### config.mk
export PLATFORM = sky130hd
export DESIGN_NAME = class_select
export DESIGN_NICKNAME = d
export VERILOG_FILES = /design/src/verilog/cnn_pkg.sv /design/src/verilog/class_select.sv
export VERILOG_INCLUDE_DIRS = /design/src /design/src/verilog
export SDC_FILE = /design/constraint.sdc
export NUM_CORES = 1
export LEC_CHECK = 0
export BUFFER_PORTS_ARGS = -buffer_cell sky130_fd_sc_hd__buf_2
export CAP_MARGIN = 10
export CORE_MARGIN = 2
export CORE_UTILIZATION = 50
export CTS_CLUSTER_SIZE = 25
export DETAILED_ROUTE_END_ITERATION = 6
export GPL_ROUTABILITY_DRIVEN = 0
export PLACE_DENSITY = 0.74
export SYNTH_ARGS = -nofsm -noshare
export SYNTH_HDL_FRONTEND = slang
export SYNTH_SLANG_ARGS = --single-unit
### constraint.sdc
create_clock -name clk -period 4.35 [get_ports clk]
set_input_delay 0.435 -clock clk [delete_from_list [all_inputs] [get_ports clk]]
set_output_delay 0.435 -clock clk [all_outputs]
set_load 0.02 [all_outputs]
### src/verilog/cnn_settings.svh
// --------------------
// engine sizing; W_DEPTH must cover MAX_N * MAX_KG words
// PACK is assumed to be a power of two
// --------------------
`ifndef CNN_SETTINGS_SVH
`define CNN_SETTINGS_SVH

`define PACK     8    // lanes per packed word
`define LANE_W   8
`define ACC_W    24
`define MAX_N    16
`define MAX_KG   16
`define W_DEPTH  (`MAX_N * `MAX_KG)

`endif
### src/verilog/cnn_pkg.sv
// --------------------
// types shared by the dense engine, sized from cnn_settings.svh
// --------------------
`include "cnn_settings.svh"

package cnn_pkg;

  typedef logic signed [`LANE_W-1:0] lane_t;

  // one memory word: flat for load/storage, lanes for the dot product
  typedef union packed {
    logic [`PACK*`LANE_W-1:0] flat;
    lane_t [`PACK-1:0]        lanes;
  } word_u;

  typedef logic signed [`ACC_W-1:0] acc_t;

  // counts go up to MAX_N / MAX_KG, hence the extra bit
  typedef logic [$clog2(`MAX_N):0]  n_idx_t;
  typedef logic [$clog2(`MAX_KG):0] kg_idx_t;

  typedef logic [$clog2(`W_DEPTH)-1:0] waddr_t;

endpackage

### src/verilog/class_select.sv
// --------------------
// result buffer with registered readback, running arg-max
// results are assumed to arrive in increasing n order
// --------------------
`include "cnn_settings.svh"

module class_select (
  input  logic            clk,
  input  logic            rst,
  input  logic            start,
  input  logic            res_we,
  input  cnn_pkg::n_idx_t res_n,
  input  cnn_pkg::lane_t  res_val,
  input  cnn_pkg::n_idx_t res_addr,
  output cnn_pkg::lane_t  res_data,
  output cnn_pkg::n_idx_t class_idx
);
  import cnn_pkg::*;

  localparam int IW = $clog2(`MAX_N);

  lane_t res_buf [`MAX_N];
  lane_t max_val;

  always_ff @(posedge clk) begin
    if (res_we) begin
      res_buf[res_n[IW-1:0]] <= res_val;
    end
    res_data <= res_buf[res_addr[IW-1:0]];
  end

  // --------------------
  // strictly greater keeps the lowest index on ties
  always_ff @(posedge clk or posedge rst) begin
    if (rst) begin
      max_val   <= '0;
      class_idx <= '0;
    end else if (start) begin
      max_val   <= '0;  // results are never negative after ReLU
      class_idx <= '0;
    end else if (res_we && (res_val > max_val)) begin
      max_val   <= res_val;
      class_idx <= res_n;
    end
  end

endmodule

=== Yosys cells after proc, flatten, opt, wreduce, memory -nomap -nowiden ===
Memory sizes are Yosys's and may differ from the RTL's. A register that Yosys moved wholly into a read port is not among the register bits.
Index checks and enable logic that the tools add are counted.

* Register bits: 13
* Latch bits: 0
* Memory bits (writable): 128
* ROM bits: 0
* Output and inout bits: 13
* Logic and storage cells: 12
* Memories: 1

* Add/sub/neg operators: 0
* Multiply operators: 0
* Div/mod/pow operators: 0
* $lt $le $gt $ge: 1
* Equality and inequality tests: 0
* Shift operators: 0
* Multiplexer cells: 6
* Bitwise gates (word level): 0
* Reduce and logical (&&, ||, !) cells: 2

{| class="wikitable"
|+ Memories
! name !! depth !! width !! read ports !! clocked after memory_dff !! write ports !! RTL line !! text
|-
| res_buf || 16 || 8 || 1 || 1 || 1 || class_select.sv:22 || <nowiki>lane_t res_buf [`MAX_N];</nowiki>
|}

{| class="wikitable"
|+ Operators by type and width
! kind !! number
|-
| $mux W8 || 2
|-
| $mux W5 || 2
|-
| $gt A8 B8 Y1 || 1
|-
| $mux W1 || 2
|-
| $reduce_bool A2 Y1 || 1
|-
| $logic_and A1 B1 Y1 || 1
|}

=== Longest topological paths before layout ===
Gate-level depths: netlist of run 1.

* Depth after elaboration: 4
* Depth in mapped cells: 8
* Gate-level depth less buffers: 7

=== Worst setup path before layout of run 1 ===
Ideal clock, no wire load.

* Path type: input -> register
* Start: input port res_val[5]
* End: register class_idx[3]
* Setup time: 124 ps
* Arrival time: 1823 ps
* Data required time: 4226 ps
* Slack: 2403 ps
* Stages on the path: 7
* Buffers on the path: 1
* Path through: ha_1 a21o_1 a2111oi_4 and3_1 a211oi_2 buf_6 mux2i_1

* Longest elaborated chain between the ends: 3

{| class="wikitable"
|+ RTL lines
! element !! RTL line !! text
|-
| start: declaration || class_select.sv:13 || <nowiki>input cnn_pkg::lane_t res_val,</nowiki>
|-
| $gt A8 B8 Y1 || class_select.sv:41 || <nowiki>end else if (res_we && (res_val > max_val)) begin</nowiki>
|-
| $logic_and A1 B1 Y1 || class_select.sv:41 ||
|-
| $reduce_bool A2 Y1 (no source line) || n/a ||
|-
| end signal: assignment || class_select.sv:43 || <nowiki>class_idx <= res_n;</nowiki>
|-
| end: declaration || class_select.sv:16 || <nowiki>output cnn_pkg::n_idx_t class_idx</nowiki>
|}

Every way passes these cells.
A chain may end at the register's enable or synchronous reset.

=== Worst setup path after layout of run 1 ===
* Start: register max_val[1]
* End: register max_val[0]

* Longest elaborated chain between the ends: 3

{| class="wikitable"
|+ RTL lines
! element !! RTL line !! text
|-
| start: declaration || class_select.sv:23 || <nowiki>lane_t max_val;</nowiki>
|-
| start signal: assignment || class_select.sv:42 || <nowiki>max_val <= res_val;</nowiki>
|-
| $gt A8 B8 Y1 || class_select.sv:41 ||
|-
| $logic_and A1 B1 Y1 || class_select.sv:41 ||
|-
| $reduce_bool A2 Y1 (no source line) || n/a ||
|}

Every way passes these cells.

==> results.toml, run 1 <==
[outcome]
status = "complete, no violations"

[grt]
grt-ovfl-total = 0
grtUsageTotal_pct = 18.4
grt_pass1_vias = 3081
antenna_found_initial = 0
grt_max_degree = 33
grt_pass1_wl_microns = 16900

[cts]
cts_setup_buffers = 0
cts_buffers = 17
cts-htree-levels = 4
insertion_delay_ns = 0.41
clockRootBuffer = "clkbuf_16"
cts_num_sinks = 149
cts.clk_slew.worst_paths_ns = 0.06
postCtsHoldBufs = 0
cts.repair.resized = 0
clockBufferDepth = 2
tritoncts = "done"

[timing]
worst_pin_slew_ns = 1.01
fin_hold_ws_ns = 0.0461
rsz0062_at_grt = "false"
fmax_ghz = 0.462
hold_viol_final = 0
fin_tns_setup_ns = 0
period_share_pct = 49.8
fin_ws_ns = 2.19
period_minus_slack_ns = 2.16
fin_skew_ns = 0.00786
slew-limit-headroom_pct = 32.1
slew_viol_final = 0
setup_viol = 0

[yosys]
synth_seq_area_share_pct = 71.5
synth_top_area_share_pct = 63.5
yosys_warnings = 0
ys_types = 29
synth.largest_area_cell = "edfxtp_1"
syn-num-nets = 322
syn-instance-count = 292
ys_seq_elements = 149
synth.cell_area_sq_um = 6060
synth.top_cells.by_area = "edfxtp_1 (63%), mux4_1 (10%), mux4_2 (5.9%), dfrtp_1 (5.4%), nand2b_1 (2.9%)"
syn_avg_cell_area_sq_um = 20.7

[place]
placed_cell_area_sq_um = 6340
pre_cts_ws_ns = 1.77
dp_hpwl_microns = 6680
place.port_buffers = 33
dpl.cell_count = 463

[layout]
layout-drive-gt1-share_pct = 24.1
layout.cells.non_filler = 495
diodes = 0
layout_commonest_cell = "edfxtp_1"
final_area_sq_um = 6880
syn2layout_area_growth_pct = 13.7
final_cell_mix = "edfxtp_1 (128), buf_2 (33), nand2b_1 (28), mux4_1 (24), clkbuf_16 (17)"
nets = 365
utilization_pct = 57.8

[drt]
via_per_inst = 5.72
dr_total_vias = 2829
wire_per_inst_microns = 21.5
wirelength_microns = 10700
drt_iter0_drc = 239
first_pass_iters = 4
drc = 0
drtAntennaViolNets = 0

[die]
placementRows = 40
dieArea_sq_um = 13000
ios = 35
start_util_pct = 50.9
die_w_microns = 114
core_sq_um = 11900
chipHeight_microns = 114

[critical_path]
max_stage_delay_ns = 0.50
cp-start-kind = "register"
critPathMaxFanout = 8
worstPathArrival_ns = 2.50
worstPathRequired_ns = 4.68
critPathSlowestCell = "a211oi_2"
worstSetupPathType = "register to register"
crit_path_cell_trace = "inv_1 > ha_1 > nor2b_1 > o211ai_1 > and3_1 > a211oi_2 > buf_4 > mux2i_1"
end_kind = "register"

[power]
p_leak_nw = 2.43
p_total_mw = 3.16
powerDensity_nw_per_um2 = 459
peakVddDrop_mv = 0.181

[job]
max_cap_violations = 0

[worst_hold_path]
hp-class = "input port to asynchronous set/reset pin"
==> report_power, final <==
| part | internal, mW | leakage [nW] | switching (mW) |
|---|---|---|---|
| Combinational | 0.0918 | 0.762 | 0.121 |
| Clock | 0.806 | 0.271 | 0.531 |
| Sequential | 1.60 | 1.40 | 0.0124 |
==> cell usage after synthesis, drive strengths merged <==
| cell | instances |
|---|---|
| edfxtp | 128 |
| mux4 | 40 |
| nand2b | 28 |
| dfrtp | 13 |
| mux2i | 13 |
| nor2 | 12 |
| inv | 11 |
| buf | 8 |
| dfxtp | 8 |
| ha | 8 |
| clkbuf | 4 |
| nor3 | 4 |
| nand3b | 2 |
| nand4 | 2 |
| a2111oi | 1 |
| a211oi | 1 |
| a21o | 1 |
| a21oi | 1 |
| and3 | 1 |
| nand2 | 1 |
| nand3 | 1 |
| nor2b | 1 |
| o211ai | 1 |
| o221ai | 1 |
| or3b | 1 |
==> layout make-up <==
cell class,count,area [sq um]
Fill cell,875,5030
Sequential cell,149,4330
Multi-Input combinational cell,120,1600
Clock buffer,21,460
Timing Repair Buffer,36,188
Tap cell,147,184
Clock inverter,11,83.8
Inverter,11,41.3
==> worst paths after layout <==
| check | depth (start not counted) | to | slack, ns | start |
|---|---|---|---|---|
| max reg2reg | 8 | max_val[0] | 2.19 | max_val[1] |
| min | 2 | max_val[3] | 0.05 | rst |
| min in group clk | 3 | class_idx[4] | 0.29 | res_n[4] |
| max in group asynchronous | 2 | max_val[4] | 3.96 | rst |
| min reg2reg | 2 | max_val[3] | 0.54 | max_val[3] |
| max | 8 | max_val[0] | 2.19 | max_val[1] |
==> worst max-delay path: cells and delay by family (launching register included) <==
family          cells  cell delay (ns)
compound gates      2             0.58
buf+inv             2             0.34
mux                 1             0.21
simple gates        2             0.31
flops               1             0.35
fa+ha+maj           1             0.29
==> flip-flops by register name, summed over array words and instances (netlist names) <==
register,count
class_idx,5
res_data,8
max_val,8
res_buf,128
==> cells by family after synthesis <==
kind of cell,count (synthesis),synth area share [%]
and+or+nand+nor,53,4.92
DFF,149,71.5
adders and majority gates,8,1.65
buffers and inverters,23,2.31
AOI/OAI and AO/OA,6,1.14
muxes,53,18.5
==> routing by layer <==
metal | GRT usage, % | share of wire, % | vias up
li1 | - | - | 1283
met1 | 24.0 | 41 | 1465
met2 | 28.8 | 52 | 75
met3 | 4.61 | 5.4 | 6
met4 | 10.2 | 0.74 | 0
met5 | 0 | 0 | -
(Power assumes the default switching activity.)
==> run 2: changes to the inputs <==
==> constraint.sdc (replaced) <==
create_clock -name clk -period 2.1 [get_ports clk]
set_input_delay 0.21 -clock clk [delete_from_list [all_inputs] [get_ports clk]]
set_output_delay 0.21 -clock clk [all_outputs]
set_load 0.02 [all_outputs]
==> results.toml, run 2 (same netlist as run 1, synthesis figures left out) <==
[worst_hold_path]
hp-class = "input port to register"

[critical_path]
worstPathRequired_ns = 2.40
end_kind = "register"
cp-start-kind = "register"
worstSetupPathType = "register to register"
ff2ff_setup_slack_ns = 0.08
worstPathArrival_ns = 2.32
critPathMaxFanout = 5

[timing]
period_share_pct = 96.4
slew_viol_final = 0
hold_viol_final = 0
slew-limit-headroom_pct = 67.1
period_minus_slack_ns = 2.02
worst_pin_slew_ns = 0.493
setup_viol = 0
fin_skew_ns = 0.00827
fin_tns_setup_ns = 0
fmax_ghz = 0.494

[power]
seqPwrFrac_pct = 48.8
internal_power_mw = 5.39
peakVddDrop_mv = 0.563
p_leak_nw = 2.60
combPwrFrac_pct = 7.3
clkPwrFrac_pct = 43.9
powerDensity_nw_per_um2 = 952
p_sw_share_pct = 21.1
p_switching_mw = 1.44

[cts]
clockRootBuffer = "clkbuf_16"
cts_buffers = 17
cts_num_sinks = 149
cts-htree-levels = 4
clockBufferDepth = 2
insertion_delay_ns = 0.42
cts.clk_slew.worst_paths_ns = 0.06
tritoncts = "done"

[layout]
fillers = 826
diodes = 0
largest_register_ffs = 128
syn2layout_area_growth_pct = 18.6
layout.cells.non_filler = 523
regArea_sq_um = 4330
final_area_sq_um = 7180
multi_input_area_sq_um = 1600
layout_commonest_cell = "edfxtp_1"
nets = 393
layout-drive-gt1-share_pct = 29.5
utilization_pct = 60.3
final_cell_mix = "edfxtp_1 (128), buf_2 (33), nand2b_1 (28), buf_4 (27), mux4_1 (24)"

[die]
placementRows = 40
ios = 35
start_util_pct = 50.9
dieArea_sq_um = 13000
chipHeight_microns = 114
core_sq_um = 11900
die_w_microns = 114

[grt]
grt_pass1_vias = 3108
grtUsageTotal_pct = 19.7
antenna_found_initial = 0
grt-ovfl-total = 0
grt_max_degree = 33
grt_pass1_wl_microns = 18000

[place]
place.port_buffers = 33
dp_hpwl_microns = 7160
dpl.cell_count = 489
placed_cell_area_sq_um = 6560

[drt]
wire_per_inst_microns = 22.0
wl_met2_microns = 5960
drtAntennaViolNets = 0
drc = 0
dr_total_vias = 2994
drt_iter0_drc = 293
top_layer = "met4"
drt-met1-wl_microns = 4730
wirelength_microns = 11500
wl_met3_microns = 716
via_per_inst = 5.72
first_pass_iters = 4

[outcome]
status = "complete, no violations"

[job]
max_cap_violations = 0
[run 2: cell types whose count changed in the layout (fill, tap and decap cells not counted), sizes merged]
cell,change
clkbuf,-3
inv,+1
bufinv,+2
buf,+27
dlygate4sd3,+1
[run 2: path summary, 6_finish.rpt]
kind	start	to	cells past startpoint
hold / removal	res_n[4]	class_idx[4]	3
hold reg to reg	max_val[1]	max_val[1]	2
max in group asynchronous	rst	max_val[2]	3
min in group asynchronous	rst	class_idx[3]	3
setup reg to reg	max_val[5]	class_idx[4]	8
setup / recovery	max_val[5]	class_idx[4]	8
[run 2: stage by stage]
stage | total power, mW | hold WS (ns) | worst slack [ns]
floorplan | 3.70 | 0.0870 | 0.241
global placement | 3.87 | 0.264 | -0.0182
detailed placement | 3.89 | 0.272 | -0.0872
CTS | 6.88 | 0.0632 | 0.0111
global route | 7.06 | 0.0971 | -0.0280
finish | 6.84 | 0.0702 | 0.0759
[run 2: area by class of cell]
cell class	count	area share, %
multi-input combinational	120	22.3
sequential	149	60.3
inverter	11	0.575
timing repair buffer	64	6.10
clock buffer	18	5.98
tap	147	2.56
clock inverter	14	2.23
[run 2: per-layer routing]
metal	track usage (%)	vias up
li1	-	1333
met5	0	-
met1	25.7	1545
met2	32.5	103
met4	6.59	0
met3	5.24	13
[run 2: power by group through the flow]
stage                     Clock (mW)  Sequential [mW]  Combinational, mW
after floorplan                    0             3.42              0.270
after global placement             0             3.39              0.478
after detailed placement           0             3.39              0.494
after CTS                       3.04             3.33              0.503
after global routing            3.18             3.34              0.541
final                           3.00             3.33              0.498
[run 2: critical path, cell delays in order (launching register included)]
cell and delay (ns):
dfrtp_1 0.36, inv_1 0.05, ha_1 0.28, a21o_1 0.19, a2111oi_4 0.38, and3_4 0.28
a211oi_4 0.05, buf_4 0.19, mux2i_1 0.12
[run 2: what timing repair did]
item / 4_1_cts / 5_1_grt
gates resized for setup: 1 / 1
setup endpoints to repair: 8 / 8
hold endpoints to repair: 13 / 0
buffers inserted: 0 / 1
hold buffers: 1 / 0
pin swaps: 0 / 2
