[src/verilog/cnn_settings.svh]
// --------------------
// engine sizing; W_DEPTH must cover MAX_N * MAX_KG words
// PACK is assumed to be a power of two
// --------------------
`ifndef CNN_SETTINGS_SVH
`define CNN_SETTINGS_SVH

`define PACK     8    // lanes per packed word
`define LANE_W   8
`define ACC_W    24
`define MAX_N    16
`define MAX_KG   16
`define W_DEPTH  (`MAX_N * `MAX_KG)

`endif
[src/verilog/cnn_pkg.sv]
// --------------------
// types shared by the dense engine, sized from cnn_settings.svh
// --------------------
`include "cnn_settings.svh"

package cnn_pkg;

  typedef logic signed [`LANE_W-1:0] lane_t;

  // one memory word: flat for load/storage, lanes for the dot product
  typedef union packed {
    logic [`PACK*`LANE_W-1:0] flat;
    lane_t [`PACK-1:0]        lanes;
  } word_u;

  typedef logic signed [`ACC_W-1:0] acc_t;

  // counts go up to MAX_N / MAX_KG, hence the extra bit
  typedef logic [$clog2(`MAX_N):0]  n_idx_t;
  typedef logic [$clog2(`MAX_KG):0] kg_idx_t;

  typedef logic [$clog2(`W_DEPTH)-1:0] waddr_t;

endpackage

[src/verilog/acc_writeback.sv]
// --------------------
// running partial sum per output; ReLU and clamp to the positive lane range
// expects the k-groups of one output back to back, first to last
// --------------------
`include "cnn_settings.svh"

module acc_writeback (
  input  logic            clk,
  input  logic            rst,
  input  cnn_pkg::acc_t   sum,
  input  cnn_pkg::n_idx_t in_n,
  input  logic            in_first,
  input  logic            in_last,
  input  logic            in_valid,
  output logic            res_we,
  output cnn_pkg::n_idx_t res_n,
  output cnn_pkg::lane_t  res_val
);
  import cnn_pkg::*;

  localparam acc_t SAT_HI = acc_t'((1 << (`LANE_W - 1)) - 1);  // 127 for 8-bit lanes

  acc_t  acc;
  acc_t  total;
  lane_t clipped;

  assign total = in_first ? sum : acc + sum;

  always_comb begin
    if (total < 0) begin
      clipped = '0;
    end else if (total > SAT_HI) begin
      clipped = lane_t'(SAT_HI);
    end else begin
      clipped = lane_t'(total);
    end
  end

  always_ff @(posedge clk) begin
    if (in_valid) begin
      acc <= total;
    end
    if (in_valid && in_last) begin
      res_n   <= in_n;
      res_val <= clipped;
    end
  end

  always_ff @(posedge clk or posedge rst) begin
    if (rst) begin
      res_we <= 1'b0;
    end else begin
      res_we <= in_valid & in_last;  // one strobe per output
    end
  end

endmodule

[config.mk]
export PLATFORM = sky130hd
export DESIGN_NAME = acc_writeback
export DESIGN_NICKNAME = d
export VERILOG_FILES = /design/src/verilog/cnn_pkg.sv /design/src/verilog/acc_writeback.sv
export VERILOG_INCLUDE_DIRS = /design/src /design/src/verilog
export SDC_FILE = /design/constraint.sdc
export NUM_CORES = 1
export LEC_CHECK = 0
export ABC_AREA = 1
export BUFFER_PORTS_ARGS = -buffer_cell sky130_fd_sc_hd__buf_4
export CAP_MARGIN = 40
export CORE_ASPECT_RATIO = 0.8
export CORE_MARGIN = 1.5
export CORE_UTILIZATION = 40
export CTS_CLUSTER_DIAMETER = 80
export DETAILED_ROUTE_END_ITERATION = 6
export HOLD_SLACK_MARGIN = 0.15
export PLACE_DENSITY = 0.57
export SLEW_MARGIN = 20
export SYNTH_ARGS = -nofsm -noshare
export SYNTH_HDL_FRONTEND = slang
export SYNTH_SLANG_ARGS = --single-unit
[constraint.sdc]
create_clock -name clk -period 3 [get_ports clk]
set_input_delay 0.3 -clock clk [delete_from_list [all_inputs] [get_ports clk]]
set_output_delay 0.3 -clock clk [all_outputs]
set_load 0.01 [all_outputs]
# Yosys cells after proc, flatten, opt, wreduce, memory -nomap -nowiden
# Cells that the tools add are included.
# Widths: inputs -> output; s select.
# totals
ff_bits	38
inputBits	34
out_inout_bits	14
word_cells	13
# classes
add_sub_neg	1
n_lt_le_gt_ge	2
muxes	2
bitwise	1
n_reduce_logical	2
# ops
cell	n
$add 24x24->24	1
$gt 24x8->1 const B	1
$lt 24x1->1 const B	1
$mux 24	1
$mux 7	1
$reduce_or 2->1	1
$and 1x1->1	1
$logic_and 1x1->1	1

# Depth between registers and ports, before layout
# Gate-level depths: netlist of run 1.
# depth
word_depth	4
ltp_mapped	18
mapped_depth_nobuf	18

# Least setup slack after synthesis of run 1
# Ideal clock, no wire load.
# synth_timing
path_kind	flip-flop to flip-flop
from	register acc[0]
to	register res_val[0] (data pin)
setup_time_ns	0.250
t_arrival_ns	2.087
required_ns	2.750
slack_ns	0.663
path_stages_with_launch	17
path_buffers	0
period_less_slack_ns	2.337
cell_sequence	edfxtp_1 > ha_1 > fa_1 > nand3_1 > nand3_1 > nand2_1 > nand2_1 > nand3_1 > nand2_1 > nand2_1 > nand3_1 > nand2_1 > nand2_1 > nor2_2 > nand4_1 > nand2_1 > inv_1
# synth_between
elab_chain_cells	4
word_cells_on_any_way	5
cone_classes	add/sub (1); order compare (2); mux (2)
# synth_lines
element	line_no	source
from (decl)	acc_writeback.sv:23	acc_t acc;
from (signal assigned)	acc_writeback.sv:41	acc <= total;
$add 24x24->24 *	acc_writeback.sv:27	assign total = in_first ? sum : acc + sum;
$mux 24 *	acc_writeback.sv:27	
$gt 24x8->1	acc_writeback.sv:32	end else if (total > SAT_HI) begin
$mux 7	acc_writeback.sv:32	
to (signal assigned)	acc_writeback.sv:45	res_val <= clipped;
to (decl)	acc_writeback.sv:17	output cnn_pkg::lane_t res_val
# Every way passes the cells marked *; elsewhere a longest branch is shown, timed or not.
# A chain may end at the register's enable or synchronous reset.

# Final worst setup path of run 1
# layout_timing
from	register acc[0]
to	register res_val[1] (data pin)
# layout_between
elab_chain_cells	4
word_cells_on_any_way	5
cone_classes	add/sub (1); order compare (2); mux (2)
# layout_lines
element	line_no	source
$add 24x24->24 *	acc_writeback.sv:27	
$mux 24 *	acc_writeback.sv:27	
via total[8]	acc_writeback.sv:24	acc_t total;
$gt 24x8->1	acc_writeback.sv:32	
$mux 7	acc_writeback.sv:32	
# Mark *: on every way through the listed nets, which the timed path passes. The rest lies on a longest branch.

==> flow_metrics.tcl, run 1 <==
set metrics [dict create \
    outcome "finished clean" \
    syn2layout_area_growth_pct 20.16 \
    layout.area.seq_um2 1136 \
    grt_pass1_wl_mm 15.11 \
    coreArea_um2 8092 \
    netlist_top_cells_area "edfxtp_1, nand2_1, inv_1" \
    synth.largest_area_cell "edfxtp_1" \
    ys_seq_area_share_pct 33.28 \
    ys_warn_count 0 \
    die-area_um2 9100 \
    clock_latency_ns 0.30 \
    peakVddDrop_mv 0.1920 \
    cts_buffers 5 \
    multi_input_area_um2 1872 \
    grt-ovfl-total 0 \
    hold_slack_ns 0.1737 \
    timing.fmax_mhz 363.4 \
    p_sw_share_pct 35.21 \
    synth_top_family_by_area "simple AND/OR/NAND/NOR gates" \
    placed_cell_area_um2 3926 \
    synth_nets 565 \
    netlist_area_um2 3413 \
    grt_pass1_vias 3124 \
    antenna_cells 0 \
    endpoint_kind "flop" \
    start_kind "flop" \
    p_int_uw 1240 \
    fin_crit_sh_pct 91.71 \
    tightestPinTransition_ns 0.5336 \
    mostFrequentLayoutCell "nand2_1" \
    max_stage_delay_ns 0.42 \
    p_seq_share_pct 34.9 \
    fin_crit_ns 2.751 \
    critical_path_required_ns 3.05 \
    crit_buf_inv 1 \
    cp_max_fo 7 \
    htreeDepth 2 \
    setup_ws_ns 0.2486 \
    crit_family "simple AND/OR/NAND/NOR gates" \
    yosysUniqueCellTypes 32 \
    synth_fa_ha_area_share_pct 9.018 \
    slew_headroom_pct 64.39 \
    path_clk_slew_ns 0.08 \
    cp_slowest_cell "fa_2" \
    yosys_most_used_dff "edfxtp_1" \
    avgSynthCellArea_um2 6.732 \
    place_ws_ns 0.06861 \
    layout.nets 620 \
    hp-class "primary input to flop" \
    portBuffers 47 \
    hpwl_mm 7.264 \
    final_antenna_net_count 0 \
    die_x_um 106.3 \
    post-route-cell-area_um2 4101 \
    drt-total-wl_mm 8.958 \
    track_usage_pct 21.28 \
    drv_cap 0 \
    combPwrFrac_pct 37.3 \
    antenna_found_initial 0 \
    num_vias 3202 \
    fp-row-count 29 \
    viasPerCell 4.772 \
    grt_setup_unrepaired "false" \
    grt_max_degree 26 \
    setup_viol 0 \
    p_leak_uw 0.002213 \
    synth-simple-area-share_pct 38.89 \
    powerDensity_nw_per_um2 466.4 \
    ys_ff_latch 38 \
    final_util_pct 50.69 \
    drive_above_1_share_pct 18.47 \
    io_pins 48 \
    fp.dieH_um 85.62 \
    cts_tree "yes" \
    post_drt_wl_per_cell_um 13.35 \
    syn_inst 507 \
    drt_drc_violations_left 0 \
    skew_ns 0.01082 \
    synth_xor_xnor_area_share_pct 1.063 \
    synth_top_area_share_pct 32.55 \
    start_util_pct 42.18 \
    switchingPower_uw 673.5 \
    gp_congestion 0.9850 \
    slew_violations 0 \
    synth_mux_area_share_pct 0 \
    cts-root-buf "clkbuf_8" \
    crit_type "flop to flop" \
    pwr-share-clk_pct 27.9 \
    synth_edf_count 37 \
    drt-initial-drc-count 171 \
    synth-async-reset-ratio_pct 2.632 \
    final_cell_mix "nand2_1, inv_1, buf_4" \
    synth_compound_area_share_pct 5.022 \
    fillers 842 \
    hold_viol 0 \
    cts.sinks 38 \
    cp.arrival_ns 2.80 \
    cp_cell_sequence "ha_1 -> fa_2 -> nand3_2 -> nand3_2 -> nand2_1 -> nand2_2 -> nor2_1 -> o21ai_1 -> nor2_2 -> nand2_2 -> nor3_4 -> nand4_1 -> nand2_1 -> inv_1" \
    clock_tree.buffer_depth 2 \
    dr.pass1.iters 5 \
    fin_tns_setup_ns 0 \
]
==> stage by stage <==
step,instances,total power [uW]
floorplan,507,1167
global placement,660,1365
detailed placement,661,1375
CTS,670,1912
global route,671,2056
finish,671,1913
==> cells in the mapped netlist (3+ instances only) <==
cell type,n
nand2_2,8
nand3_1,34
nor2_1,29
or2_2,11
nand3_2,4
nand3b_1,3
nor2_2,5
inv_1,105
o21bai_1,4
edfxtp_1,37
a21oi_1,12
nand2_1,187
nand4_1,16
ha_1,23
o21ai_0,4
inv_2,5
==> layer usage <==
metal | vias to the layer above | track usage, % | share of wire (%)
met2 | 69 | 33.49 | 44
met1 | 1431 | 30.02 | 50
met3 | 12 | 3.571 | 4.4
met5 | - | 0 | 0
li1 | 1690 | - | -
met4 | 0 | 6.511 | 1.7
==> area by class of cell <==
class,count,share of cell area [%]
sequential,38,27.70
tap,108,3.295
clock inverter,3,1.556
inverter,110,10.07
clock buffer,5,1.678
timing repair buffer,52,10.07
multi-input combinational,355,45.64
==> power by group through the flow <==
stage	Clock (uW)	Sequential (uW)	Combinational [uW]
final	533	667	713
after global routing	567	673	816
after CTS	544	668	701
after detailed placement	0	680	695
after global placement	0	678	687
after floorplan	0	683	484
==> sequential cells by signal, indices dropped and copies added, names as in the netlist <==
signal	count
acc	24
res_n	5
res_val	8
res_we	1
==> what timing repair did <==
action	in CTS	in global routing
endpoints found under the setup margin	0	7
setup buffers	0	1
hold buffers	1	0
gates resized for setup	0	7
hold endpoints to repair	1	0
==> cell families (layout without fill, tap and decap cells) <==
| family | after synthesis | count (layout) |
|---|---|---|
| and+or+nand+nor | 300 | 300 |
| buffers and inverters | 114 | 170 |
| DFF | 38 | 38 |
| AOI/OAI and AO/OA | 28 | 28 |
| adders and majority gates | 24 | 24 |
| xor gates and xnor gates | 2 | 2 |
| other | 1 | 1 |
==> worst reg2reg max path: cells and delay by family, from the launching register on <==
| kind | cells | cell delay, ns |
|---|---|---|
| flops | 1 | 0.37 |
| buf+inv | 1 | 0.04 |
| simple gates | 10 | 1.34 |
| fa+ha+maj | 2 | 0.65 |
| compound gates | 1 | 0.10 |
==> path summary, 6_finish.rpt <==
check,from,to,slack (ns),cells past startpoint
max in group asynchronous,rst,res_we$_DFF_PP0_,2.52,3
worst min register to register,acc[0]$_DFFE_PP_,acc[0]$_DFFE_PP_,0.79,3
worst min-delay path,in_n[2],res_n[2]$_DFFE_PP_,0.17,1
min in group asynchronous,rst,res_we$_DFF_PP0_,0.39,3
worst max-delay path,acc[0]$_DFFE_PP_,res_val[1]$_SDFFCE_PN0P_,0.25,14
worst max register to register,acc[0]$_DFFE_PP_,res_val[1]$_SDFFCE_PN0P_,0.25,14
Note: power is estimated with default switching activity, not from simulation.
==> run 2, diff against run 1 <==
- PLACE_DENSITY: 0.57 -> unset
- PLACE_DENSITY_LB_ADDON: unset -> 0.25
- SLEW_MARGIN: 20 -> unset
==> flow_metrics.tcl, run 2 (synthesis gave the netlist of run 1 again) <==
set metrics [dict create \
    hpwl_mm 7.388 \
    mostFrequentLayoutCell "nand2_1" \
    drt-total-wl_mm 9.133 \
    clock_latency_ns 0.30 \
    largest_register "acc" \
    setup_viol 0 \
    path_clk_slew_ns 0.09 \
    placed_cell_area_um2 3926 \
    fin_crit_ns 2.747 \
    start_kind "flop" \
    crit_type "flop to flop" \
    io_pins 48 \
    hold_viol 0 \
    dr.pass1.iters 5 \
    largest_register_ffs 24 \
    slew_headroom_pct 63.82 \
    finalPower_uw 1930 \
    r2r_cells 14 \
    fp.dieH_um 85.62 \
    layout.nets 619 \
    start_util_pct 42.18 \
    fp-row-count 29 \
    drt_drc_violations_left 0 \
    grt_max_degree 26 \
    syn2layout_area_growth_pct 19.57 \
    cts-root-buf "clkbuf_8" \
    viasPerCell 4.830 \
    fin_tns_setup_ns 0 \
    setup_ws_ns 0.2534 \
    die-area_um2 9100 \
    reg_top3 "acc (24), res_val (8), res_n (5)" \
    outcome "finished clean" \
    grt_pass1_wl_mm 14.68 \
    clock_tree.buffer_depth 2 \
    slew_violations 0 \
    die_x_um 106.3 \
    powerDensity_nw_per_um2 472.9 \
    antenna_found_initial 0 \
    rrSetupSlack_ns 0.25 \
    track_usage_pct 20.84 \
    cts_tree "yes" \
    hp-class "primary input to flop" \
    final_antenna_net_count 0 \
    place_ws_ns 0.1680 \
    drv_cap 0 \
    htreeDepth 2 \
    grt_setup_unrepaired "false" \
    cts.sinks 38 \
    portBuffers 47 \
    coreArea_um2 8092 \
    hold_start "in_n[0]" \
    num_vias 3236 \
    grt-ovfl-total 0 \
    min_to "res_n[0]$_DFFE_PP_" \
    p_leak_uw 0.002204 \
    post-route-cell-area_um2 4081 \
    holdPathStages 1 \
    drt-initial-drc-count 217 \
    cts_buffers 5 \
    grt_pass1_vias 2985 \
    skew_ns 0.01006 \
    gp_congestion 0.9680 \
    drive_above_1_share_pct 17.62 \
    timing.fmax_mhz 364.1 \
    fin_crit_sh_pct 91.55 \
    cp.arrival_ns 2.81 \
    critical_path_required_ns 3.07 \
    tightestPinTransition_ns 0.5422 \
    worstReg2RegEnd "res_val[1]$_SDFFCE_PN0P_" \
    final_cell_mix "nand2_1, inv_1, buf_4" \
    endpoint_kind "flop" \
    peakVddDrop_mv 0.2414 \
    post-cts-setup-buffer-count 0 \
    post_drt_wl_per_cell_um 13.63 \
    cp_max_fo 7 \
    antenna_cells 0 \
    r2r_start "acc[0]$_DFFE_PP_" \
]
-- run 2: power by group --
part           internal, uW  total (uW)  leakage (uW)  switching (uW)
clock network           334         555     0.0000683             221
registers               651         668      0.000370            16.7
logic                   256         708       0.00177             451
total                  1240        1930       0.00220             689
-- run 2: timing repair --
action                     CTS  global route
hold endpoints to repair     1             0
resized for setup            0             2
hold buffers                 1             0
setup endpoints to repair    0             7
-- run 2: layout make-up --
cell class,instances,area (um^2)
clock buffer,5,68.82
tap,108,135.1
timing repair buffer,51,405.4
fill,855,4010
clock inverter,3,68.82
inverter,110,412.9
sequential,38,1136
multi-input combinational,355,1854
-- run 2: worst max path at each step --
stage / from / endpoint / slack [ns]
floorplan: acc[0]$_DFFE_PP_ / res_val[0]$_SDFFCE_PN0P_ / 0.66
global placement: sum[0] / res_val[6]$_SDFFCE_PN0P_ / 0.18
detailed placement: sum[0] / res_val[1]$_SDFFCE_PN0P_ / 0.17
CTS: acc[0]$_DFFE_PP_ / res_val[1]$_SDFFCE_PN0P_ / 0.21
global route: acc[10]$_DFFE_PP_ / res_val[0]$_SDFFCE_PN0P_ / 0.02
finish: acc[0]$_DFFE_PP_ / res_val[1]$_SDFFCE_PN0P_ / 0.25
-- run 2: stage by stage --
| step | hold WS (ns) | utilization, % | instances |
|---|---|---|---|
| floorplan | 0.02871 | - | 507 |
| global placement | 0.1432 | 48.18 | 660 |
| detailed placement | 0.1454 | 48.52 | 661 |
| CTS | 0.1680 | 50.35 | 670 |
| global route | 0.1603 | 50.44 | 670 |
| finish | 0.1696 | 50.44 | 670 |
-- run 2: worst max-delay path, cell delays in order (launching register included) --
cell and delay [ns]:
edfxtp_1 0.38, ha_1 0.22, fa_2 0.39, nand3_1 0.14, nand3_1 0.13, nand3_1 0.13
nand3_1 0.13, nand2_1 0.08, nand3_1 0.08, nand2_1 0.13, nand2_1 0.11, nor3_4 0.33
nand4_1 0.13, nand2_1 0.08, inv_1 0.04
-- run 2: layer usage --
| metal | GRT usage [%] | part of all wire [%] |
|---|---|---|
| met5 | 0 | 0 |
| met4 | 4.545 | 1.2 |
| met3 | 2.660 | 6.4 |
| met2 | 31.73 | 41 |
| met1 | 31.50 | 51 |
==> run 3, diff against run 2 <==
- ABC_AREA: 1 -> unset
==> flow_metrics.tcl, run 3 <==
set metrics [dict create \
    outcome "complete, but fails checks" \
    violations "setup timing" \
    clock_tree.buffer_depth 2 \
    grt-ovfl-total 0 \
    dr.pass1.iters 4 \
    fillers 726 \
    largest_register "acc" \
    cp.arrival_ns 3.23 \
    drive_above_1_share_pct 31.12 \
    fin_crit_ns 3.206 \
    critical_path_required_ns 3.03 \
    yosys_most_used_dff "edfxtp_1" \
    pwr-share-clk_pct 17.9 \
    p_seq_share_pct 33.4 \
    groute.layer.met3.usage_pct 3.620 \
    avgSynthCellArea_um2 9.336 \
    antenna_found_initial 0 \
    grt_pass1_wl_mm 14.15 \
    antenna_cells 0 \
    layout.nets 494 \
    htreeDepth 2 \
    hold_viol 0 \
    combPwrFrac_pct 48.7 \
    post_drt_wl_per_cell_um 16.24 \
    peakVddDrop_mv 0.2335 \
    ys_seq_area_share_pct 36.22 \
    syn2layout_area_growth_pct 32.23 \
    cts_tree "yes" \
    gp_congestion 0.8887 \
    grt_busiest_layer "met2" \
    final_util_pct 55.32 \
    synth.most_common_cell "edfxtp_1" \
    slew_violations 0 \
    start_util_pct 41.84 \
    tightestPinTransition_ns 0.8385 \
    reg_top3 "acc (24), res_val (8), res_n (5)" \
    track_usage_pct 21.93 \
    cts_buffers 5 \
    portBuffers 47 \
    die_x_um 102.0 \
    final_antenna_net_count 0 \
    cp_max_fo 7 \
    viasPerCell 5.589 \
    drt-initial-drc-count 183 \
    fin_crit_sh_pct 106.9 \
    cts.sinks 38 \
    dp.cells 531 \
    timing.fmax_mhz 311.9 \
    largest_register_ffs 24 \
    p_leak_uw 0.001693 \
    hp-class "primary input to flop" \
    clock_latency_ns 0.30 \
    final_cell_mix "buf_4, edfxtp_1, nand2_1" \
    die-area_um2 8385 \
    crit_type "flop to flop" \
    synth.largest_area_cell "edfxtp_1" \
    setup_viol 7 \
    drt_drc_violations_left 0 \
    netlist_top_cells_area "edfxtp_1, ha_1, nand2_1" \
    slew_headroom_pct 43.98 \
    met2_usage_pct 33.31 \
    synth_nets 394 \
    netlist_area_um2 3137 \
    powerDensity_nw_per_um2 489.9 \
    switchingPower_uw 746.5 \
    synth_common_cells "edfxtp_1, nand2_1, a21oi_1" \
    grt_setup_unrepaired "true" \
    coreArea_um2 7497 \
    placed_cell_area_um2 3999 \
    synth_edf_count 37 \
    start_kind "flop" \
    path_clk_slew_ns 0.08 \
    synth-async-reset-ratio_pct 2.632 \
    endpoint_kind "flop" \
    grt_pass1_vias 2852 \
    synth_top_area_share_pct 35.42 \
    met1_usage_pct 32.83 \
    yosysUniqueCellTypes 62 \
    place_ws_ns -0.3260 \
    grt_max_degree 35 \
    skew_ns 0.01042 \
    post-route-cell-area_um2 4148 \
    fp-row-count 28 \
    ys_warn_count 0 \
    setup_ws_ns -0.2061 \
    hpwl_mm 6.778 \
    final_cells 542 \
    drt-total-wl_mm 8.800 \
    ys_ff_latch 38 \
    syn_inst 336 \
    p_int_uw 1285 \
    num_vias 3029 \
    io_pins 48 \
    mostFrequentLayoutCell "buf_4" \
    fp.dieH_um 82.21 \
    cts-root-buf "clkbuf_8" \
    p_sw_share_pct 36.74 \
    drv_cap 0 \
]
run 3: layer usage:
metal | wire (um) | share of wire [%]
met3 | 656 | 7.5
met4 | 94 | 1.1
met1 | 4266 | 48
met5 | 0 | 0
met2 | 3783 | 43
run 3: area by class of cell:
class,instances,area [um^2],area share [%]
timing repair buffer,108,813.3,19.61
multi-input combinational,272,1941,46.79
inverter,11,41.29,0.9955
clock inverter,3,16.27,0.3922
sequential,38,1136,27.39
tap,105,131.4,3.167
clock buffer,5,68.82,1.659
run 3: worst paths after layout:
kind	from	to	slack (ns)	cells after the start
worst max-delay path	acc[0]$_DFFE_PP_	res_val[0]$_SDFFCE_PN0P_	-0.21	11
worst min-delay path	in_n[4]	res_n[4]$_DFFE_PP_	0.17	1
worst max register to register	acc[0]$_DFFE_PP_	res_val[0]$_SDFFCE_PN0P_	-0.21	11
worst min register to register	acc[0]$_DFFE_PP_	acc[0]$_DFFE_PP_	0.76	2
max in group asynchronous	rst	res_we$_DFF_PP0_	2.53	3
min in group asynchronous	rst	res_we$_DFF_PP0_	0.39	3
run 3: timing repair:
| item | in CTS | in global routing |
|---|---|---|
| hold buffers | 1 | 0 |
| pin swaps | 2 | 2 |
| endpoints found under the setup margin | 8 | 8 |
| buffers inserted | 1 | 1 |
| resized for setup | 3 | 3 |
| hold endpoints to repair | 1 | 0 |
run 3: power groups by stage:
stage | logic (uW) | registers (uW) | clock network, uW
floorplan | 565 | 694 | 0
global placement | 940 | 690 | 0
detailed placement | 946 | 692 | 0
CTS | 964 | 680 | 380
global route | 1080 | 685 | 399
finish | 989 | 679 | 364
run 3: cells by family (layout without fill, tap and decap cells):
kind of cell | Yosys count | after routing | share of synthesized area [%]
AOI/OAI and AO/OA | 117 | 117 | 26.49
xor gates and xnor gates | 12 | 12 | 3.351
adders and majority gates | 24 | 24 | 9.813
buffers and inverters | 26 | 127 | 3.431
DFF | 38 | 38 | 36.22
muxes | 10 | 10 | 3.390
other | 1 | 1 | 0.1196
and+or+nand+nor | 108 | 108 | 17.19
run 3: critical path, cell delays in order, from the launching register on:
cell       delay [ns]
edfxtp_1         0.37
ha_2             0.20
fa_2             0.37
a211oi_4         0.25
o211ai_1         0.16
a21oi_2          0.26
mux2i_1          0.26
o2111ai_1        0.13
a2111o_1         0.34
a2111oi_4        0.31
buf_4            0.21
a211oi_1         0.08
run 3: through the flow:
| step | TNS (ns) | hold WS (ns) | total power [uW] |
|---|---|---|---|
| detailed placement | -2.298 | 0.1455 | 1638 |
| finish | -1.363 | 0.1733 | 2032 |
| floorplan | 0 | 0.02871 | 1259 |
| CTS | -1.278 | 0.1648 | 2024 |
| global placement | -1.752 | 0.1436 | 1630 |
| global route | -2.869 | 0.1609 | 2166 |
